<file path="src/rtl/ds_params.svh">
// data, instruction, register-address and register-count width macros
`ifndef DS_PARAMS_SVH
`define DS_PARAMS_SVH

`define XLEN    64 // data and pc width
`define INST_W  32
`define GPR_AW  5
`define GPR_NUM 32

`endif

</file>
<file path="src/rtl/gpr_file.sv">
// 32 x 64-bit general register file, two async reads, one write port
`timescale 1ns/1ps
`default_nettype none
`include "ds_params.svh"

module gpr_file (
  input  logic               i_clk,
  input  logic               i_rst_n,
  input  logic [`GPR_AW-1:0] i_raddr1,
  input  logic [`GPR_AW-1:0] i_raddr2,
  input  logic               i_wen,
  input  logic [`GPR_AW-1:0] i_waddr,
  input  logic [`XLEN-1:0]   i_wdata,
  output logic [`XLEN-1:0]   o_rdata1,
  output logic [`XLEN-1:0]   o_rdata2
);

  logic [`XLEN-1:0] regs [`GPR_NUM];

  always_ff @(posedge i_clk or negedge i_rst_n) begin
    if (!i_rst_n) begin
      for (int i = 0; i < `GPR_NUM; i++) begin
        regs[i] <= '0;
      end
    end else if (i_wen && i_waddr != '0) begin // x0 stays zero
      regs[i_waddr] <= i_wdata;
    end
  end

  // no bypass, interlock covers write-back
  assign o_rdata1 = (i_raddr1 == '0) ? '0 : regs[i_raddr1];
  assign o_rdata2 = (i_raddr2 == '0) ? '0 : regs[i_raddr2];

endmodule

`default_nettype wire

</file>
<file path="config.mk">
export PLATFORM = sky130hd
export DESIGN_NAME = gpr_file
export DESIGN_NICKNAME = d
export VERILOG_FILES = /design/src/rtl/gpr_file.sv
export VERILOG_INCLUDE_DIRS = /design/src /design/src/rtl
export SDC_FILE = /design/constraint.sdc
export NUM_CORES = 2
export LEC_CHECK = 0
export BUFFER_PORTS_ARGS = -buffer_cell sky130_fd_sc_hd__buf_2
export CORE_MARGIN = 3
export CORE_UTILIZATION = 50
export DETAILED_ROUTE_END_ITERATION = 10
export HOLD_SLACK_MARGIN = 0.15
export PLACE_DENSITY = 0.68
export SLEW_MARGIN = 20
export SYNTH_ARGS = -nofsm -noshare
export SYNTH_HDL_FRONTEND = slang
export SYNTH_SLANG_ARGS = --single-unit
</file>
<file path="constraint.sdc">
create_clock -name i_clk -period 2.1 [get_ports i_clk]
set_input_delay 0.21 -clock i_clk [delete_from_list [all_inputs] [get_ports i_clk]]
set_output_delay 0.21 -clock i_clk [all_outputs]
set_load 0.03 [all_outputs]
</file>
Word-level counts from Yosys, hierarchy flattened
Index checks and enable logic that the tools add are counted.
{"block": "classes", "n_mux": 11, "magnitude_cmp": 4, "bitwise": 3, "n_reduce_logical": 5}
{"operator": "bitwise mux 2048 bit", "n": 1}
{"operator": "binary-select mux 64 bit (select 5 bit)", "n": 2}
{"operator": "2-to-1 mux 64 bit", "n": 7}
{"operator": "demux 64 bit (select 5 bit)", "n": 1}
{"operator": "greater-or-equal comparator 6 bit, second input constant", "n": 3}
{"operator": "NOT 5 -> 6 bit", "n": 3}
{"operator": "logical NOT 5 bit", "n": 2}
{"operator": "less-than comparator 6 x 1 -> 1 bit, second input constant", "n": 1}
{"operator": "nonzero test 5 bit", "n": 1}
{"operator": "logical AND 1 bit", "n": 2}
{"block": "totals", "output_inout_bits": 128, "wordCells": 55, "reg_bits": 2048, "in_bits": 82}

Logic depth before layout (Yosys ltp)
{"block": "logic_depth", "ltp_word": 6, "depth_mapped": 10}

Worst setup path before layout
No wires, ideal clock.
{"block": "synth_timing", "path_type": "input-to-output", "start": "input port i_raddr2[1]", "end": "output port o_rdata2[39]", "arrival_time_ns": 2.860, "cell_stages": 7, "path_buffers": 3, "setup_slack_ns": -0.970, "t_required_ns": 1.890, "path_cell_list": "buf_4 buf_2 or2_2 clkbuf_1 o22ai_1 nor4_1 a2111oi_0"}
{"block": "synth_between", "elab_chain_cells": 5, "elab_cells_between_ends": 6, "cone_classes": "4 x mux; 1 x bitwise; 1 x reduce/logical"}
{"item": "start, declared", "line": "gpr_file.sv:10", "source": "input logic [`GPR_AW-1:0] i_raddr2,"}
{"item": "NOT 5 -> 6 bit (implied by the code)", "line": "gpr_file.sv:32", "source": "assign o_rdata2 = (i_raddr2 == '0) ? '0 : regs[i_raddr2];"}
{"item": "binary-select mux 64 bit (select 5 bit)", "line": "gpr_file.sv:32"}
{"item": "2-to-1 mux 64 bit (implied by the code) (2 in a row)", "line": "gpr_file.sv:32"}
{"item": "2-to-1 mux 64 bit (*)", "line": "gpr_file.sv:32"}
{"item": "end, declared", "line": "gpr_file.sv:15", "source": "output logic [`XLEN-1:0] o_rdata2"}
Mark *: on every way between the ends. The rest lies on a longest branch, timed or not. The select of a mux whose other input is x is not followed.

Worst setup path in the final report
{"block": "layout_timing", "start": "register regs[1048] (netlist name)", "end": "output port o_rdata2[24]"}
{"block": "layout_between", "elab_chain_cells": 4}
{"item": "start, declared", "line": "gpr_file.sv:18", "source": "logic [`XLEN-1:0] regs [`GPR_NUM];"}
{"item": "start signal, assigned by index", "line": "gpr_file.sv:26", "source": "regs[i_waddr] <= i_wdata;"}
{"item": "binary-select mux 64 bit (select 5 bit)", "line": "gpr_file.sv:32"}
{"item": "2-to-1 mux 64 bit (implied by the code) (2 in a row)", "line": "gpr_file.sv:32"}
{"item": "2-to-1 mux 64 bit", "line": "gpr_file.sv:32"}
Every way passes these cells. The select of a mux whose other input is x is not followed.

==> out/qor.txt <==
status - complete, but fails checks
failing checks - setup timing
Largest Register - regs
top_reg_cell synth - dfrtp_1
Detailed Routing Iterations Pass 1 - 5
flop and latch count out of synthesis - 2048
Final nets - 7588
Ports - 210
Core Region - 215000 µm²
via count - 69900
total grt overflow - 0
post-route ant nets - 0
DRT iter0 DRCs - 6871
syn_nets - 7045
Syn Std Cell Area - 108000 µm²
initial antenna violation count - 12
latest clock arrival within the worst-skew pair - 0.88 ns
largest net degree at the start of global routing - 106
worst slack at placement - -0.580 ns
Tot Pwr - 123 mW
Crit Path Class - reg -> out
drt wl/cell - 32.8 µm
pins over their slew limit - 0
drc violations - 0
Critical Path AT - 2.75 ns
leading registers by flop count - regs (2048)
total CTS buffers - 220
GRT Overall Usage - 31.1%
wire length on met1 - 139000 µm
placer congestion estimate - 0.869
Ys Warns - 0
Worst Max-Slew Pin Slew - 1.12 ns
Layout area overhead - 20.5%
DP Wirelength - 222000 µm
HP Class - in -> async
top layer in use - met5
number of global-route vias before repair - 73700
# clock sinks - 2048
final critical-path required period - 2.96 ns
chip width - 472 µm
die area - 222000 µm²
Post-Syn Area per Cell - 15.6 µm²
Seq/Total Area, Yosys - 47.3%
cells after synthesis - 6963
Die H - 472 µm
async set-reset flop share out of synthesis - 100%
port bufs - 209
CP Capture Type - primary output
Hold Vio Cnt, Final - 0
row count - 170
root buf cell - clkbuf_16
Layout Skew - 0 ns
Starting Density - 50.4%
worst setup margin - -0.856 ns
met2 WL - 166000 µm
clk buf depth - 3
commonest non-fill, non-tap cells in the layout - dfrtp_1, mux2_2, mux4_2
max FFs per register - 2048
final core utilization - 60.8%
vias per std cell - 6.63
Final period util - 141%
commonest non-fill, non-tap cell in the layout - dfrtp_1
drt total wl - 346000 µm
Req. time, crit path - 1.89 ns
Setup violations, final - 128
share of layout cells above drive strength 1 - 60.5%
clock slew at reported path FFs - 0.07 ns
Max-slew headroom - 25.5%
Crit Path Max Fanout - 3
H-Tree Level Count - 4
Post-synth EDFFs - 0
pwr dens - 944 nW/µm²
Met3 Wirelength - 24400 µm
Max rail drop VDD - 0.920 mV
fmax - 338 MHz
unrepaired setup endpoints after global routing - yes
total of max-cap violations - 0
number of distinct library cells after synthesis - 48
CTS tree - done
CP Launch Type - flop
Lkg Pwr - 57.3 nW
first-pass GRT wire length - 511000 µm
[report_power, final]
part	leakage, nW	switching [mW]	internal, mW	total (mW)
logic	27.2	11.5	17.4	28.9
clock network	3.84	17.1	24.8	41.9
registers	26.3	5.63	47.0	52.6
total	57.3	34.2	89.1	123
[critical path: stages (launching register included)]
cell     delay (ns)
dfrtp_1        0.40
mux4_2         0.49
mux2i_2        0.22
nor2_1         0.07
or4_4          0.52
buf_12         0.17
[final timing paths]
path	from	to	slack (ns)	depth (start not counted)
setup / recovery	regs[1048]$_DFFE_PN0P_	o_rdata2[24]	-0.86	5
hold / removal	i_rst_n	regs[1293]$_DFFE_PN0P_	0.11	3
setup reg to reg	regs[1396]$_DFFE_PN0P_	regs[1396]$_DFFE_PN0P_	1.06	3
hold reg to reg	regs[2020]$_DFFE_PN0P_	regs[2020]$_DFFE_PN0P_	0.38	0
max in group asynchronous	i_rst_n	regs[120]$_DFFE_PN0P_	0.29	5
min in group i_clk	regs[2020]$_DFFE_PN0P_	regs[2020]$_DFFE_PN0P_	0.38	0
[kinds of logic (layout without fill, tap and decap cells)]
kind of cell	after synthesis	after routing	share of synthesized area, %
buf+inv	807	1537	3.28
compound gates	328	328	2.14
flops	2048	2048	47.3
simple gates	270	270	1.41
other cells	0	12	0
mux	3510	3510	45.9
[Yosys cell counts, types with 14 or more instances]
library cell,n,area [µm²]
dfrtp_1,2048,51200
mux2_1,14,158
a22oi_1,26,195
clkbuf_1,434,1630
or2_1,71,444
mux4_2,968,21800
mux2_2,2008,22600
nor3_1,17,85.1
buf_4,26,195
nor2b_1,39,244
buf_2,286,1430
a211oi_1,14,105
nor2_1,30,113
nand2b_1,14,87.6
buf_1,51,191
o22a_1,17,149
mux2i_1,520,5200
o22ai_1,182,1140
nand2_1,40,150
[layer usage]
metal	up-vias	GRT usage (%)
met5	-	0
met1	38000	41.7
met3	790	5.95
met2	3010	49.8
li1	28100	-
met4	2	13.8
[layout make-up]
class                           instances  area (µm²)
Tap cell                             2838        3550
Sequential cell                      2048       51200
Multi-Input combinational cell       4108       55300
Fill cell                           15700       84400
Clock buffer                          312        6380
Antenna cell                           12        30.0
Clock inverter                         97        1460
Timing Repair Buffer                 1128       12700
[per-stage QoR]
| step | hold slack (ns) | setup TNS (ns) | area, µm² | cells |
|---|---|---|---|---|
| final | 0.111 | -80.22 | 131000 | 10500 |
| after detailed placement | 0.133 | -59.09 | 120000 | 9960 |
| after global placement | 0.130 | -55.60 | 120000 | 9960 |
| after CTS | 0.173 | -86.27 | 130000 | 10500 |
| after global routing | 0.151 | -91.00 | 131000 | 10500 |
| after floorplan | -0.0856 | -5.16 | 109000 | 6963 |
[repair_timing]
| action | in CTS | in global routing |
|---|---|---|
| pin swaps | 166 | 81 |
| hold endpoints to repair | 4032 | 30 |
| setup buffers | 81 | 27 |
| endpoints found under the setup margin | 128 | 233 |
| gates resized for setup | 390 | 84 |
| hold buffers | 75 | 2 |
(Power assumes the default switching activity.)
