===== config.mk =====
export PLATFORM = sky130hd
export DESIGN_NAME = ds_stage_ctrl
export DESIGN_NICKNAME = d
export VERILOG_FILES = /design/src/rtl/rv_isa_pkg.sv /design/src/rtl/ds_stage_ctrl.sv
export VERILOG_INCLUDE_DIRS = /design/src /design/src/rtl
export SDC_FILE = /design/constraint.sdc
export NUM_CORES = 1
export LEC_CHECK = 0
export ABC_AREA = 1
export BUFFER_PORTS_ARGS = -buffer_cell sky130_fd_sc_hd__buf_2
export CAP_MARGIN = 20
export CORE_UTILIZATION = 40
export DETAILED_ROUTE_END_ITERATION = 12
export PLACE_DENSITY = 0.82
export SLEW_MARGIN = 15
export SYNTH_ARGS = -nofsm -noshare
export SYNTH_HDL_FRONTEND = slang
export SYNTH_SLANG_ARGS = --single-unit

===== constraint.sdc =====
create_clock -name i_clk -period 1.4 [get_ports i_clk]
set_input_delay 0.07 -clock i_clk [delete_from_list [all_inputs] [get_ports i_clk]]
set_output_delay 0.07 -clock i_clk [all_outputs]
set_load 0.01 [all_outputs]

===== src/rtl/ds_params.svh =====
// data, instruction, register-address and register-count width macros
`ifndef DS_PARAMS_SVH
`define DS_PARAMS_SVH

`define XLEN    64 // data and pc width
`define INST_W  32
`define GPR_AW  5
`define GPR_NUM 32

`endif


===== src/rtl/rv_isa_pkg.sv =====
// rv64i opcode enumeration, funct3 names and instruction format union
`default_nettype none

package rv_isa_pkg;

  typedef enum logic [6:0] {
    OPC_LUI       = 7'b0110111,
    OPC_AUIPC     = 7'b0010111,
    OPC_JAL       = 7'b1101111,
    OPC_JALR      = 7'b1100111,
    OPC_BRANCH    = 7'b1100011,
    OPC_LOAD      = 7'b0000011,
    OPC_STORE     = 7'b0100011,
    OPC_OP_IMM    = 7'b0010011,
    OPC_OP        = 7'b0110011,
    OPC_OP_IMM_32 = 7'b0011011,
    OPC_OP_32     = 7'b0111011
  } opcode_t;

  // branch compare kinds
  localparam logic [2:0] F3_BEQ  = 3'b000;
  localparam logic [2:0] F3_BNE  = 3'b001;
  localparam logic [2:0] F3_BLT  = 3'b100;
  localparam logic [2:0] F3_BGE  = 3'b101;
  localparam logic [2:0] F3_BLTU = 3'b110;
  localparam logic [2:0] F3_BGEU = 3'b111;

  // load/store access size, u = zero extended
  localparam logic [2:0] F3_MEM_B  = 3'b000;
  localparam logic [2:0] F3_MEM_H  = 3'b001;
  localparam logic [2:0] F3_MEM_W  = 3'b010;
  localparam logic [2:0] F3_MEM_D  = 3'b011;
  localparam logic [2:0] F3_MEM_BU = 3'b100;
  localparam logic [2:0] F3_MEM_HU = 3'b101;
  localparam logic [2:0] F3_MEM_WU = 3'b110;

  typedef struct packed {
    logic [6:0] funct7;
    logic [4:0] rs2;
    logic [4:0] rs1;
    logic [2:0] funct3;
    logic [4:0] rd;
    logic [6:0] opcode;
  } r_fmt_t;

  typedef struct packed {
    logic [11:0] imm;
    logic [4:0]  rs1;
    logic [2:0]  funct3;
    logic [4:0]  rd;
    logic [6:0]  opcode;
  } i_fmt_t;

  typedef struct packed {
    logic [6:0] imm_11_5;
    logic [4:0] rs2;
    logic [4:0] rs1;
    logic [2:0] funct3;
    logic [4:0] imm_4_0;
    logic [6:0] opcode;
  } s_fmt_t;

  typedef struct packed {
    logic       imm_12;
    logic [5:0] imm_10_5;
    logic [4:0] rs2;
    logic [4:0] rs1;
    logic [2:0] funct3;
    logic [3:0] imm_4_1;
    logic       imm_11;
    logic [6:0] opcode;
  } b_fmt_t;

  typedef struct packed {
    logic [19:0] imm_31_12;
    logic [4:0]  rd;
    logic [6:0]  opcode;
  } u_fmt_t;

  typedef struct packed {
    logic       imm_20;
    logic [9:0] imm_10_1;
    logic       imm_11;
    logic [7:0] imm_19_12;
    logic [4:0] rd;
    logic [6:0] opcode;
  } j_fmt_t;

  // one word, six encodings
  typedef union packed {
    r_fmt_t r_fmt;
    i_fmt_t i_fmt;
    s_fmt_t s_fmt;
    b_fmt_t b_fmt;
    u_fmt_t u_fmt;
    j_fmt_t j_fmt;
  } inst_u;

endpackage

`default_nettype wire


===== src/rtl/ds_stage_ctrl.sv =====
// stage valid/allowin control, instruction and pc register, raw interlock, redirect gating
`timescale 1ns/1ps
`default_nettype none
`include "ds_params.svh"

module ds_stage_ctrl (
  input  logic               i_clk,
  input  logic               i_rst_n,
  input  logic               i_fs_to_ds_valid,
  input  logic [`INST_W-1:0] i_fs_inst,
  input  logic [`XLEN-1:0]   i_fs_pc,
  input  logic               i_es_allowin,
  input  logic [`GPR_AW-1:0] i_rs1,
  input  logic [`GPR_AW-1:0] i_rs2,
  input  logic               i_rs1_used,
  input  logic               i_rs2_used,
  input  logic [`GPR_AW-1:0] i_es_gpr_rd,
  input  logic [`GPR_AW-1:0] i_ms_gpr_rd,
  input  logic [`GPR_AW-1:0] i_ws_gpr_rd,
  input  logic               i_br_cond,
  output logic               o_ds_allowin,
  output logic               o_ds_to_es_valid,
  output rv_isa_pkg::inst_u  o_inst,
  output logic [`XLEN-1:0]   o_pc,
  output logic               o_br_taken
);

  logic ds_valid;
  logic rs1_hit;
  logic rs2_hit;
  logic hazard;
  logic ds_ready_go;

  // source waits on any later stage still writing it
  assign rs1_hit = i_rs1_used && (i_rs1 != '0) &&
                   (i_rs1 == i_es_gpr_rd || i_rs1 == i_ms_gpr_rd || i_rs1 == i_ws_gpr_rd);
  assign rs2_hit = i_rs2_used && (i_rs2 != '0) &&
                   (i_rs2 == i_es_gpr_rd || i_rs2 == i_ms_gpr_rd || i_rs2 == i_ws_gpr_rd);
  assign hazard      = rs1_hit || rs2_hit;
  assign ds_ready_go = !hazard;

  assign o_ds_allowin     = !ds_valid || (ds_ready_go && i_es_allowin);
  assign o_ds_to_es_valid = ds_valid && ds_ready_go;
  assign o_br_taken       = o_ds_to_es_valid && i_es_allowin && i_br_cond; // only as it leaves

  // hold / load / squash
  always_ff @(posedge i_clk or negedge i_rst_n) begin
    if (!i_rst_n) begin
      ds_valid <= 1'b0;
    end else if (o_ds_allowin) begin
      ds_valid <= i_fs_to_ds_valid && !o_br_taken; // drop the fall-through word
    end
  end

  always_ff @(posedge i_clk or negedge i_rst_n) begin
    if (!i_rst_n) begin
      o_inst <= '0;
      o_pc   <= '0;
    end else if (i_fs_to_ds_valid && o_ds_allowin) begin
      o_inst <= i_fs_inst;
      o_pc   <= i_fs_pc;
    end
  end

  // stage empty right after a taken redirect
  a_squash_empties: assert property (
    @(posedge i_clk) disable iff (!i_rst_n)
    o_br_taken |=> !ds_valid
  );

  // held until execute takes it
  a_hold_until_taken: assert property (
    @(posedge i_clk) disable iff (!i_rst_n)
    (ds_valid && !(o_ds_to_es_valid && i_es_allowin))
      |=> (ds_valid && $stable(o_inst) && $stable(o_pc))
  );

endmodule

`default_nettype wire


# --- Yosys cells after proc, flatten, opt, wreduce, memory -nomap -nowiden ---
# Cells that the tools add are included.
classes:
  shifts: 0
  mux: 0
  div: 0
  mul: 0
  bitwise_logic: 0
  eq_ne: 6
  n_addsub: 0
  magnitude_cmp: 0
  reduce_logical: 21
ops:
  columns: ["op", "n"]
  rows:
  - ["5-bit equality test", 6]
  - ["1-bit logical AND", 10]
  - ["5-bit nonzero test", 2]
  - ["1-bit logical OR", 6]
  - ["1-bit zero test", 3]
word_totals:
  ff_bits: 97
  mem_bits_rw: 0
  mem_count: 0
  latchBits: 0
  rom_bits: 0
  inputBits: 128

# --- Depth between registers and ports, before layout ---
logic_depth:
  word_depth: 11
  depth_mapped: 14

# --- Worst setup path before layout ---
# Ideal clock, no wire load.
synth_timing:
  path_type: "input -> register"
  startpoint: "input port i_rs2[1]"
  endpoint: "register o_pc[10]"
  t_arrival_ps: 1142
  setup_time_ps: 117
  stages: 12
  n_path_buf: 2
  setup_slack_ps: 141
  path_cell_list: "inv_1 nand4_1 o21ai_0 inv_1 nand2_1 nand3_1 nand2_2 nand2_2 buf_6 buf_6 nand2_1 nand2_1"
synth_between:
  elab_chain_cells: 9
  word_cells_on_any_way: 13
  classes_between: "eq/ne: 3; reduce/logical: 10"
synth_lines:
  columns: ["element", "line_no", "rtl"]
  rows:
  - ["start, declared", "ds_stage_ctrl.sv:14", "input logic [`GPR_AW-1:0] i_rs2,"]
  - ["5-bit equality test", "ds_stage_ctrl.sv:38", "(i_rs2 == i_es_gpr_rd || i_rs2 == i_ms_gpr_rd || i_rs2 == i_ws_gpr_rd);"]
  - ["1-bit logical OR (2 in series)", "ds_stage_ctrl.sv:38", null]
  - ["1-bit logical AND *", "ds_stage_ctrl.sv:37", "assign rs2_hit = i_rs2_used && (i_rs2 != '0) &&"]
  - ["1-bit logical OR *", "ds_stage_ctrl.sv:39", "assign hazard = rs1_hit || rs2_hit;"]
  - ["1-bit zero test *", "ds_stage_ctrl.sv:40", "assign ds_ready_go = !hazard;"]
  - ["1-bit logical AND *", "ds_stage_ctrl.sv:42", "assign o_ds_allowin = !ds_valid || (ds_ready_go && i_es_allowin);"]
  - ["1-bit logical OR *", "ds_stage_ctrl.sv:42", null]
  - ["1-bit logical AND *", "ds_stage_ctrl.sv:59", "end else if (i_fs_to_ds_valid && o_ds_allowin) begin"]
  - ["end signal, assigned", "ds_stage_ctrl.sv:61", "o_pc <= i_fs_pc;"]
  - ["end, declared", "ds_stage_ctrl.sv:24", "output logic [`XLEN-1:0] o_pc,"]
# Every way passes the cells marked *; elsewhere a longest branch is shown, timed or not.
# A chain may end at the register's enable or synchronous reset.

# --- Final worst setup path ---
layout_timing:
  startpoint: "input port i_rs1[1]"
  endpoint: "output port o_ds_allowin"
layout_between:
  elab_chain_cells: 8
  word_cells_on_any_way: 12
  classes_between: "eq/ne: 3; reduce/logical: 9"
layout_lines:
  columns: ["element", "line_no", "rtl"]
  rows:
  - ["start, declared", "ds_stage_ctrl.sv:13", "input logic [`GPR_AW-1:0] i_rs1,"]
  - ["5-bit equality test", "ds_stage_ctrl.sv:36", "(i_rs1 == i_es_gpr_rd || i_rs1 == i_ms_gpr_rd || i_rs1 == i_ws_gpr_rd);"]
  - ["1-bit logical OR (2 in series)", "ds_stage_ctrl.sv:36", null]
  - ["1-bit logical AND *", "ds_stage_ctrl.sv:35", "assign rs1_hit = i_rs1_used && (i_rs1 != '0) &&"]
  - ["1-bit logical OR *", "ds_stage_ctrl.sv:39", null]
  - ["1-bit zero test *", "ds_stage_ctrl.sv:40", null]
  - ["1-bit logical AND *", "ds_stage_ctrl.sv:42", null]
  - ["1-bit logical OR *", "ds_stage_ctrl.sv:42", null]
  - ["end, declared", "ds_stage_ctrl.sv:21", "output logic o_ds_allowin,"]
# Marks and branches as above.

==> out/qor_table.md <==
| Parameter | Reported |
|:---|:---|
| Run status | complete, no violations |
| Mapped Avg Cell Area | 8.07 um2 |
| Worst Skew | 0.0110 ns |
| Proportion of register bits with asynchronous set or reset after synthesis | 100% |
| Max-cap check violation count | 0 |
| Syn Std Cell Area | 4360 um2 |
| Met2 Track Usage GR | 45.4% |
| Count of placed standard cells including taps | 899 |
| Gate count after technology mapping | 540 |
| Library cell occupying the most area in the post-synthesis netlist | dfrtp_1 |
| Library cells used by synthesis | 16 |
| Fraction of layout instances using a drive strength above 1 | 31.8% |
| Iter 0 DRT Violations | 404 |
| Final hold violations | 0 |
| Area share of xor/xnor cells in the synthesized design | 2.41% |
| Depth of the most critical reg-to-reg path | 5 |
| Multiplexer area fraction after synthesis | 0% |
| Sequence of cells on the critical path | buf_2 -> inv_1 -> nand4_1 -> o21ai_0 -> inv_1 -> nand2_1 -> nand3_2 -> nand2_4 -> buf_8 -> buf_2 |
| Vias per Instance | 4.95 |
| Largest net degree at the start of global routing | 58 |
| Global routing usage on met1 | 30.7% |
| Met3 track utilization from global routing | 4.97% |
| Timing-limited maximum frequency | 753 MHz |
| Main flop type after synthesis | dfrtp_1 |
| Clock Tree Root | clkbuf_8 |
| PortBufs | 226 |
| Max_slew headroom | 68.4% |
| CP Launch Type | input port |
| CP max stage delay | 0.21 ns |
| CTS Buffer Depth | 2 |
| Maximum fanout along the worst path | 15 |
| Adder-cell share of the synthesized area | 0% |
| Initial antenna violation count | 0 |
| Total negative setup slack | 0 ns |
| WP buf/inv | 5 |
| Grt peak-use layer | met2 |
| Min Tclk post-route | 1.33 ns |
| Pre-CTS setup slack | -0.153 ns |
| Synth warn | 0 |
| FP Rows | 37 |
| Top delay family on crit path | buffers and inverters |
| DIE HEIGHT | 106 um |
| RSZ-0062 raised after global routing | no |
| Sequential-to-total area share from yosys stat | 55.7% |
| Arr. time, crit path | 1.26 ns |
| Starting utilization of the core area | 41.7% |
| Largest voltage drop on the vdd net | 0.626 mV |
| Ant. Diodes | 0 |
| Number of sinks driven by the clock tree | 97 |
| Worst endpoint required time | 1.33 ns |
| Hpwl dp | 8950 um |
| Basic-gate share of the synthesized area counting and, or, nand and nor cells | 35.5% |
| Synth Area in Compound Gates | 0.230% |
| Total I/O pin count | 227 |
| Routed Antenna Nets | 0 |
| Area growth from synthesis to layout | 59.0% |
| Total stage count of the critical path | 10 |
| Internal reg-to-reg setup slack | 0.24 ns |
| Setup-failing EPs final | 0 |
| Most common cell in the netlist | nand2_1 |
| Most area-consuming cells after synthesis | dfrtp_1 (56%), nand2_1 (21%), nand3_1 (12%) |
| Post-synth EDFFs | 0 |
| Post-DR wirelength/cell | 14.5 um |
| DR vias | 5013 |
| Clock transition at the registers of the reported paths | 0.09 ns |
| DR pass1 iterations | 5 |
| Mapped Nets | 668 |
| Number of synthesized register bits | 97 |
| Global Route Usage Sum | 26.4% |
| Number of global-route vias before repair | 4958 |
| Hold/Removal Path Class | input port to asynchronous set/reset pin |
| Final WS setup | 0.0717 ns |
| Core utilization of the finished layout | 66.2% |
| Worst setup path category | input port to output port |
| Crit-path slowest cell | o21ai_0 |
| Leakage | 3.99 nW |
| Pwr/cell area | 1110 nW/um2 |
| CTS buffer count | 9 |
| Period utilization | 94.9% |
| CORE AREA | 10500 um2 |
| Post-layout net count | 999 |
| Overflow after GRT | 0 |
| Sort of element at the end of the critical path | output port |
| Wire length of the first global-routing pass | 23500 um |
| TritonCTS clock tree | yes |
| Top cell types by occurrence after synthesis | nand2_1 (249), nand3_1 (105), dfrtp_1 (97) |
| Synth top area share | 55.7% |
| Die Area | 11300 um2 |
| DRC violation count after routing | 0 |
| Combinational family with the most area after synthesis | simple AND/OR/NAND/NOR gates |
| Number of levels in the clock H-tree | 3 |
| Clk Latency, worst-skew pair | 0.35 ns |
| Die width | 106 um |
| Final count of pins violating max slew | 0 |
| Pin slew with the least headroom to its limit | 0.475 ns |
| Non-filler instance count after layout | 1012 |
| Overall routed net length | 14700 um |
| Global placer's final weighted congestion | 0.935 |
[cells by family after synthesis]
| group | Yosys count |
|---|---|
| DFF | 97 |
| xor gates and xnor gates | 12 |
| AOI/OAI and AO/OA | 2 |
| buffers and inverters | 55 |
| and+or+nand+nor | 374 |
[cells in the final DEF (no fill, tap or decap)]
master,count
nand2_1,249
buf_2,224
nand3_1,104
dlygate4sd3_1,98
dfrtp_1,97
buf_4,24
inv_1,18
nor2_1,13
clkbuf_8,11
xor2_1,6
inv_2,6
xnor2_1,6
buf_12,4
nor2_2,2
nand4_1,2
nand2_4,2
clkinv_2,2
o21ai_0,1
o21ai_1,1
nand3_2,1
and3_1,1
inv_6,1
clkinvlp_4,1
clkbuf_1,1
buf_8,1
[through the flow]
step / hold slack [ns] / power [mW] / instance area [um2]
5_1_grt: 0.152 / 8.16 / 6930
2_1_floorplan: -0.226 / 4.65 / 4360
3_3_place_gp: -0.0428 / 5.69 / 5760
3_5_place_dp: -0.0390 / 5.75 / 5760
6_report: 0.152 / 7.68 / 6930
4_1_cts: 0.107 / 7.67 / 6920
[layout make-up]
cell class	instances	area, um2
timing repair buffer	351	2380
inverter	24	90.1
tap	136	170
sequential	97	2430
clock buffer	12	155
clock inverter	4	26.3
fill	812	3530
multi-input combinational	388	1680
[sequential cells by signal (all words and copies together) (netlist names)]
signal    flops
o_pc         64
o_inst       32
ds_valid      1
[timing repair]
item	CTS	global route
setup buffers	0	0
resized for setup	1	6
hold buffers	98	0
hold endpoints to repair	194	0
setup endpoints to repair	1	1
pin swaps	0	1
[metal layers]
metal,share of wire [%],routed length [um],vias to the layer above
met5,0,0,-
li1,-,-,2357
met3,7.2,1060,66
met1,39,5700,2300
met2,49,7250,290
met4,4.6,679,0
[power by group]
part	internal [mW]	switching, mW	total, mW
Sequential	3.30	0.293	3.59
Clock	0.746	0.952	1.70
Combinational	1.08	1.32	2.39
[worst paths after layout]
| check | startpoint | end |
|---|---|---|
| worst max-delay path | i_rs1[1] | o_ds_allowin |
| worst min-delay path | i_rst_n | o_pc[9] |
| worst max register to register | ds_valid | o_inst[4] |
| worst min register to register | o_pc[20] | o_pc[20] |
| max in group asynchronous | i_rst_n | ds_valid |
| min in group i_clk | i_es_allowin | ds_valid |
Power figures use the tool's default switching activity.
