===== src/rtl/ds_params.svh =====
// data, instruction, register-address and register-count width macros
`ifndef DS_PARAMS_SVH
`define DS_PARAMS_SVH

`define XLEN    64 // data and pc width
`define INST_W  32
`define GPR_AW  5
`define GPR_NUM 32

`endif


===== src/rtl/ds_ctrl_pkg.sv =====
// alu operation, operand select and memory op types sent to execute
`default_nettype none

package ds_ctrl_pkg;

  typedef enum logic [3:0] {
    ALU_ADD  = 4'd0,
    ALU_SUB  = 4'd1,
    ALU_SLL  = 4'd2,
    ALU_SLT  = 4'd3,
    ALU_SLTU = 4'd4,
    ALU_XOR  = 4'd5,
    ALU_SRL  = 4'd6,
    ALU_SRA  = 4'd7,
    ALU_OR   = 4'd8,
    ALU_AND  = 4'd9
  } alu_op_t;

  typedef enum logic {
    SRC1_RS1 = 1'b0,
    SRC1_PC  = 1'b1
  } src1_sel_t;

  typedef enum logic [1:0] {
    SRC2_RS2  = 2'd0,
    SRC2_IMM  = 2'd1,
    SRC2_FOUR = 2'd2 // link address for jumps
  } src2_sel_t;

  typedef logic [2:0] mem_op_t; // funct3 of the load/store

endpackage

`default_nettype wire


===== src/rtl/rv_isa_pkg.sv =====
// rv64i opcode enumeration, funct3 names and instruction format union
`default_nettype none

package rv_isa_pkg;

  typedef enum logic [6:0] {
    OPC_LUI       = 7'b0110111,
    OPC_AUIPC     = 7'b0010111,
    OPC_JAL       = 7'b1101111,
    OPC_JALR      = 7'b1100111,
    OPC_BRANCH    = 7'b1100011,
    OPC_LOAD      = 7'b0000011,
    OPC_STORE     = 7'b0100011,
    OPC_OP_IMM    = 7'b0010011,
    OPC_OP        = 7'b0110011,
    OPC_OP_IMM_32 = 7'b0011011,
    OPC_OP_32     = 7'b0111011
  } opcode_t;

  // branch compare kinds
  localparam logic [2:0] F3_BEQ  = 3'b000;
  localparam logic [2:0] F3_BNE  = 3'b001;
  localparam logic [2:0] F3_BLT  = 3'b100;
  localparam logic [2:0] F3_BGE  = 3'b101;
  localparam logic [2:0] F3_BLTU = 3'b110;
  localparam logic [2:0] F3_BGEU = 3'b111;

  // load/store access size, u = zero extended
  localparam logic [2:0] F3_MEM_B  = 3'b000;
  localparam logic [2:0] F3_MEM_H  = 3'b001;
  localparam logic [2:0] F3_MEM_W  = 3'b010;
  localparam logic [2:0] F3_MEM_D  = 3'b011;
  localparam logic [2:0] F3_MEM_BU = 3'b100;
  localparam logic [2:0] F3_MEM_HU = 3'b101;
  localparam logic [2:0] F3_MEM_WU = 3'b110;

  typedef struct packed {
    logic [6:0] funct7;
    logic [4:0] rs2;
    logic [4:0] rs1;
    logic [2:0] funct3;
    logic [4:0] rd;
    logic [6:0] opcode;
  } r_fmt_t;

  typedef struct packed {
    logic [11:0] imm;
    logic [4:0]  rs1;
    logic [2:0]  funct3;
    logic [4:0]  rd;
    logic [6:0]  opcode;
  } i_fmt_t;

  typedef struct packed {
    logic [6:0] imm_11_5;
    logic [4:0] rs2;
    logic [4:0] rs1;
    logic [2:0] funct3;
    logic [4:0] imm_4_0;
    logic [6:0] opcode;
  } s_fmt_t;

  typedef struct packed {
    logic       imm_12;
    logic [5:0] imm_10_5;
    logic [4:0] rs2;
    logic [4:0] rs1;
    logic [2:0] funct3;
    logic [3:0] imm_4_1;
    logic       imm_11;
    logic [6:0] opcode;
  } b_fmt_t;

  typedef struct packed {
    logic [19:0] imm_31_12;
    logic [4:0]  rd;
    logic [6:0]  opcode;
  } u_fmt_t;

  typedef struct packed {
    logic       imm_20;
    logic [9:0] imm_10_1;
    logic       imm_11;
    logic [7:0] imm_19_12;
    logic [4:0] rd;
    logic [6:0] opcode;
  } j_fmt_t;

  // one word, six encodings
  typedef union packed {
    r_fmt_t r_fmt;
    i_fmt_t i_fmt;
    s_fmt_t s_fmt;
    b_fmt_t b_fmt;
    u_fmt_t u_fmt;
    j_fmt_t j_fmt;
  } inst_u;

endpackage

`default_nettype wire


===== src/rtl/inst_decoder.sv =====
// rv64i instruction decoder: register fields, immediate, alu and memory controls
`timescale 1ns/1ps
`default_nettype none
`include "ds_params.svh"

module inst_decoder (
  input  rv_isa_pkg::inst_u      i_inst,
  output logic [`GPR_AW-1:0]     o_rs1,
  output logic [`GPR_AW-1:0]     o_rs2,
  output logic                   o_rs1_used,
  output logic                   o_rs2_used,
  output logic [`GPR_AW-1:0]     o_rd,
  output logic [`XLEN-1:0]       o_imm,
  output ds_ctrl_pkg::alu_op_t   o_alu_op,
  output ds_ctrl_pkg::src1_sel_t o_alu_src1_sel,
  output ds_ctrl_pkg::src2_sel_t o_alu_src2_sel,
  output logic                   o_alu_word,
  output logic                   o_gpr_wen,
  output logic                   o_mem_ren,
  output logic                   o_mem_wen,
  output ds_ctrl_pkg::mem_op_t   o_mem_op,
  output logic                   o_is_branch,
  output logic                   o_is_jal,
  output logic                   o_is_jalr,
  output logic                   o_invalid_inst
);

  import rv_isa_pkg::*;
  import ds_ctrl_pkg::*;

  opcode_t          opc;
  logic             alt; // inst[30], sub / sra
  logic [`XLEN-1:0] imm_i;
  logic [`XLEN-1:0] imm_s;
  logic [`XLEN-1:0] imm_b;
  logic [`XLEN-1:0] imm_u;
  logic [`XLEN-1:0] imm_j;

  function automatic alu_op_t f3_to_alu(input logic [2:0] f3, input logic f7_alt,
                                        input logic reg_op);
    alu_op_t op;
    case (f3)
      3'b000:  op = (reg_op && f7_alt) ? ALU_SUB : ALU_ADD; // no subi
      3'b001:  op = ALU_SLL;
      3'b010:  op = ALU_SLT;
      3'b011:  op = ALU_SLTU;
      3'b100:  op = ALU_XOR;
      3'b101:  op = f7_alt ? ALU_SRA : ALU_SRL;
      3'b110:  op = ALU_OR;
      default: op = ALU_AND;
    endcase
    return op;
  endfunction

  assign opc = opcode_t'(i_inst.r_fmt.opcode);
  assign alt = i_inst.r_fmt.funct7[5];

  assign imm_i = {{(`XLEN-12){i_inst.i_fmt.imm[11]}}, i_inst.i_fmt.imm};
  assign imm_s = {{(`XLEN-12){i_inst.s_fmt.imm_11_5[6]}},
                  i_inst.s_fmt.imm_11_5, i_inst.s_fmt.imm_4_0};
  assign imm_b = {{(`XLEN-13){i_inst.b_fmt.imm_12}}, i_inst.b_fmt.imm_12, i_inst.b_fmt.imm_11,
                  i_inst.b_fmt.imm_10_5, i_inst.b_fmt.imm_4_1, 1'b0};
  assign imm_u = {{(`XLEN-32){i_inst.u_fmt.imm_31_12[19]}}, i_inst.u_fmt.imm_31_12, 12'b0};
  assign imm_j = {{(`XLEN-21){i_inst.j_fmt.imm_20}}, i_inst.j_fmt.imm_20,
                  i_inst.j_fmt.imm_19_12, i_inst.j_fmt.imm_11, i_inst.j_fmt.imm_10_1, 1'b0};

  // unused sources read x0 so lui adds zero
  assign o_rs1 = o_rs1_used ? i_inst.r_fmt.rs1 : '0;
  assign o_rs2 = o_rs2_used ? i_inst.r_fmt.rs2 : '0;
  assign o_rd  = o_gpr_wen ? i_inst.r_fmt.rd : '0;

  always_comb begin
    o_rs1_used     = 1'b0;
    o_rs2_used     = 1'b0;
    o_imm          = '0;
    o_alu_op       = ALU_ADD;
    o_alu_src1_sel = SRC1_RS1;
    o_alu_src2_sel = SRC2_RS2;
    o_alu_word     = 1'b0;
    o_gpr_wen      = 1'b0;
    o_mem_ren      = 1'b0;
    o_mem_wen      = 1'b0;
    o_mem_op       = F3_MEM_B;
    o_is_branch    = 1'b0;
    o_is_jal       = 1'b0;
    o_is_jalr      = 1'b0;
    o_invalid_inst = 1'b0;
    case (opc)
      OPC_LUI: begin
        o_imm          = imm_u;
        o_alu_src2_sel = SRC2_IMM;
        o_gpr_wen      = 1'b1;
      end
      OPC_AUIPC: begin
        o_imm          = imm_u;
        o_alu_src1_sel = SRC1_PC;
        o_alu_src2_sel = SRC2_IMM;
        o_gpr_wen      = 1'b1;
      end
      OPC_JAL: begin
        o_imm          = imm_j;
        o_alu_src1_sel = SRC1_PC; // rd = pc + 4
        o_alu_src2_sel = SRC2_FOUR;
        o_gpr_wen      = 1'b1;
        o_is_jal       = 1'b1;
      end
      OPC_JALR: begin
        o_rs1_used     = 1'b1;
        o_imm          = imm_i;
        o_alu_src1_sel = SRC1_PC;
        o_alu_src2_sel = SRC2_FOUR;
        o_gpr_wen      = 1'b1;
        o_is_jalr      = 1'b1;
      end
      OPC_BRANCH: begin
        o_rs1_used  = 1'b1;
        o_rs2_used  = 1'b1;
        o_imm       = imm_b;
        o_is_branch = 1'b1;
      end
      OPC_LOAD: begin
        o_rs1_used     = 1'b1;
        o_imm          = imm_i;
        o_alu_src2_sel = SRC2_IMM;
        o_gpr_wen      = 1'b1;
        o_mem_ren      = 1'b1;
        o_mem_op       = i_inst.i_fmt.funct3;
      end
      OPC_STORE: begin
        o_rs1_used     = 1'b1;
        o_rs2_used     = 1'b1; // store data
        o_imm          = imm_s;
        o_alu_src2_sel = SRC2_IMM;
        o_mem_wen      = 1'b1;
        o_mem_op       = i_inst.s_fmt.funct3;
      end
      OPC_OP_IMM, OPC_OP_IMM_32: begin
        o_rs1_used     = 1'b1;
        o_imm          = imm_i;
        o_alu_op       = f3_to_alu(i_inst.i_fmt.funct3, alt, 1'b0);
        o_alu_src2_sel = SRC2_IMM;
        o_alu_word     = (opc == OPC_OP_IMM_32);
        o_gpr_wen      = 1'b1;
      end
      OPC_OP, OPC_OP_32: begin
        o_rs1_used = 1'b1;
        o_rs2_used = 1'b1;
        o_alu_op   = f3_to_alu(i_inst.r_fmt.funct3, alt, 1'b1);
        o_alu_word = (opc == OPC_OP_32);
        o_gpr_wen  = 1'b1;
      end
      default: o_invalid_inst = 1'b1;
    endcase
  end

endmodule

`default_nettype wire


===== config.mk =====
export PLATFORM = sky130hd
export DESIGN_NAME = inst_decoder
export DESIGN_NICKNAME = d
export VERILOG_FILES = /design/src/rtl/ds_ctrl_pkg.sv /design/src/rtl/rv_isa_pkg.sv /design/src/rtl/inst_decoder.sv
export VERILOG_INCLUDE_DIRS = /design/src /design/src/rtl
export SDC_FILE = /design/constraint.sdc
export NUM_CORES = 1
export LEC_CHECK = 0
export ABC_CLOCK_PERIOD_IN_PS = 5050
export BUFFER_PORTS_ARGS = -buffer_cell sky130_fd_sc_hd__buf_2
export CORE_MARGIN = 8
export CORE_UTILIZATION = 39
export DETAILED_ROUTE_END_ITERATION = 10
export PLACE_DENSITY = 0.91
export SYNTH_ARGS = -nofsm -noshare
export SYNTH_HDL_FRONTEND = slang
export SYNTH_SLANG_ARGS = --single-unit

===== constraint.sdc =====
create_clock -name vclk -period 5.05
set_input_delay 0.2525 -clock vclk [all_inputs]
set_output_delay 0.2525 -clock vclk [all_outputs]
set_load 0.01 [all_outputs]

After elaboration in Yosys (flattened, before gate mapping). Cells that the tools add are included.

Register bits: 0. Latch bits: 0. Memory bits (writable): 0. ROM bits: 0. Input port bits: 32. Output and inout bits: 99. Word-level logic and storage cells: 52. Memories: 0.

Add/sub/neg operators: 0. Multiply operators: 0. Divide/modulo/power cells: 0. Order comparisons: 0. Equal/unequal tests: 17. Shift operators: 0. Muxes and demuxes: 22. Bitwise gates (word level): 0. Reduce and logical (&&, ||, !) cells: 13.

Operators with widths (number): case mux 64 bit (5 select lines) (1); case mux 4 bit (7 select lines) (2); == test 7 x 6 -> 1 bit (second input constant) (4); == test 7 x 5 -> 1 bit (second input constant) (3); == test 7 bit (second input constant) (3); 2-to-1 mux 5 bit (3); 2-to-1 mux 1 bit (12); OR reduction 11 bit (1); OR reduction 2 bit (5); == test 3 bit (second input constant) (3); OR reduction 9 bit (1); case mux 4 bit (2 select lines) (1); OR reduction 4 bit (2); OR reduction 8 bit (1); == test 7 x 2 -> 1 bit (second input constant) (1); == test 3 x 2 -> 1 bit (second input constant) (2); OR reduction 6 bit (1); case mux 2 bit (2 select lines) (1); == test 3 x 1 -> 1 bit (second input constant) (1); zero test 3 bit (1); 2-to-1 mux 3 bit (1); OR reduction 3 bit (1); case mux 1 bit (2 select lines) (1).

Depth between registers and ports, before layout.
Depth after elaboration: 4. Gate-level depth with buffers: 6. Gate-level depth less buffers: 4.

Worst setup path after synthesis. Ideal clock, no wire load.

Path type: input -> output. From: in i_inst[6] (netlist bit). To: out o_imm[32]. Data arrival time: 1.929 ns. Required time: 4.798 ns. Setup slack: 2.868 ns. Stages on the path: 6. Path through: buf_2 nor2_1 a21oi_1 nor3_1 o21a_1 buf_4.

Word-level cells in the longest chain between the ends: 3. Elaborated cells between the ends (all ways): 12. Those cells by class: eq/ne: 9; mux: 1; reduce/logical: 2.

RTL lines: start, declared (line inst_decoder.sv:7) `input rv_isa_pkg::inst_u i_inst,`; == test 7 x 5 -> 1 bit, or another cell as far along (line inst_decoder.sv:88) `case (opc)`; OR reduction 4 bit (no source line) or OR reduction 2 bit (tied branches); case mux 64 bit (5 select lines) * (line inst_decoder.sv:88); end, declared (line inst_decoder.sv:13) `` output logic [`XLEN-1:0] o_imm, ``.

Every way passes the cells marked *; elsewhere a longest branch is shown, timed or not.

Worst setup path after layout.
From: in i_inst[6] (netlist bit). To: out o_imm[48].

The elaborated chain is that of the path after synthesis.

==> run metrics <==
outcome=finished clean; worst slew pin tran=0.945 ns; TNS Setup=0 ns; GR Util met1=0.173; leak pwr=1.18 nW; largest net degree at the start of global routing=34; # IOs=131; most used routing layer=met2; part of the cycle the worst path needs=0.475; Die Y=70.3 um; synthesized net count=198; Layout Nets=just under 300; hold slack=0.797 ns; final routed DRC violation total=0; # setup viols final=0; post-route ant nets=0; WHS Path Cells=3; setup bufs post-CTS=0; CORE AREA=2780 um^2; first-pass GRT wire length=slightly below 7000 um; vias per cell=approximately 5.3; die area=4950 um^2; via count=1,510; area occupied by registers=0 um^2; Detailed Route Iter0 Violations=77; Power Total=0.0882 mW; Synth cell types=40; VDD IR-drop max=approximately 0.042 mV; total grt overflow=0; Syn. warnings=0; starting density of the core=0.414; vias in the first global route=1,413; Max-Cap Viols=0; die width=70.3 um; crit path DAT=2.14 ns; clock buf count=0; mean post-synth cell area=6.93 um^2; Max Fclk=417 MHz; Cells after Synth=between 150 and 200; Slew Limit Fails=0; Fillers=271; critical path startpoint category=input pin; Critical Path RT=4.80 ns; Cell Rows=19; M2 GR Usage=0.270; routed wire length=4440 um; drt pass-1 iters=4; met3 Use GR=0.0876; total global-route track usage=0.157; CTS Hold Buffers Added=0; min Tclk post-route=2.40 ns; Crit Path Category=in -> out; CTS resizes=0; # diodes=0; Hold Fails Final Rpt=0; CP Max Fanout=33; Worst Hold Class=in -> out; RSZ-0062 raised after global routing=no; area grow syn2layout=34.1%; I/O Buffers=~130; initial antenna violation count=0; GPL Wtd Cong=0.869; share of layout cells above drive strength 1=0.565; pwr/cell area=57.1 nW/um^2; Cell Area, Synth=1150 um^2; drt wl/cell=approximately 16 um; Worst slew margin=0.365; half-perimeter wire length after placement=around 3800 um; post-synthesis sequential area ratio=0; Worst setup EP type=primary output; number of flip-flops and latches=0
==> synth_stat cells (2+ instances only) <==
cell type | n | area share
o21ai_0 | 4 | 0.017
inv_1 | 4 | 0.013
and3_1 | 6 | 0.033
nand2_1 | 6 | 0.020
nor2_2 | 2 | 0.011
nor3_1 | 6 | 0.026
a31oi_1 | 2 | 0.011
and2_1 | 22 | 0.12
a22o_1 | 4 | 0.030
nor2_1 | 10 | 0.033
a21o_1 | 21 | 0.14
nor4_1 | 4 | 0.022
buf_4 | 32 | 0.21
nand2b_1 | 4 | 0.022
buf_2 | 7 | 0.030
a21oi_1 | 7 | 0.030
buf_6 | 2 | 0.020
==> cell type report <==
cell class,count,area (um^2),area share
inverters,4,15.0,0.00972
multi-input cells,120,835,0.541
well taps,31,38.8,0.0251
repair buffers,131,656,0.425
==> power by group <==
| part | internal [mW] | switching (mW) | leakage [nW] |
|---|---|---|---|
| clock network | 0 | 0 | 0 |
| logic | 0.0356 | 0.0526 | 1.18 |
| registers | 0 | 0 | 0 |
==> worst max-delay path, cell delays in order <==
cell and delay (ns):
buf_2 0.30, a21oi_1 0.18, nor3_1 0.48, o21a_1 0.66, buf_2 0.26
==> placed cells by master, fill, tap and decap left out, types with 2 or more instances in the layout <==
cell type	n
nor3_1	6
inv_1	4
and3_1	6
and2_1	22
o21ai_0	4
buf_2	131
a21oi_1	7
nand2_1	6
nor2_2	2
a31oi_1	2
nor2_1	10
nand2b_1	4
a21o_1	21
nor4_1	4
a22o_1	4
==> worst paths after layout <==
path | from | endpoint
worst min-delay path | i_inst[29] | o_imm[29]
worst max-delay path | i_inst[6] | o_imm[48]
==> logic make-up after synthesis <==
family                 share of synthesized area
buffers and inverters                      0.275
AO/OA/AOI/OAI                              0.313
AND/OR/NAND/NOR                            0.412
==> per-layer routing <==
layer	part of all wire	wire, um
met5	0	0
met4	0	0
met3	0.15	673
met2	0.46	2040
met1	0.39	1730
==> stage by stage <==
step / area, um^2 / instances / utilization / setup WS (ns)
floorplan: 1150 / 166 / - / 2.87
global route: 1540 / 286 / 0.555 / 2.34
detailed placement: 1540 / 286 / 0.555 / 2.62
CTS: 1540 / 286 / 0.555 / 2.62
global placement: 1540 / 286 / 0.555 / 2.72
finish: 1540 / 286 / 0.555 / 2.65
No activity file was read; power rests on OpenSTA's default activity.
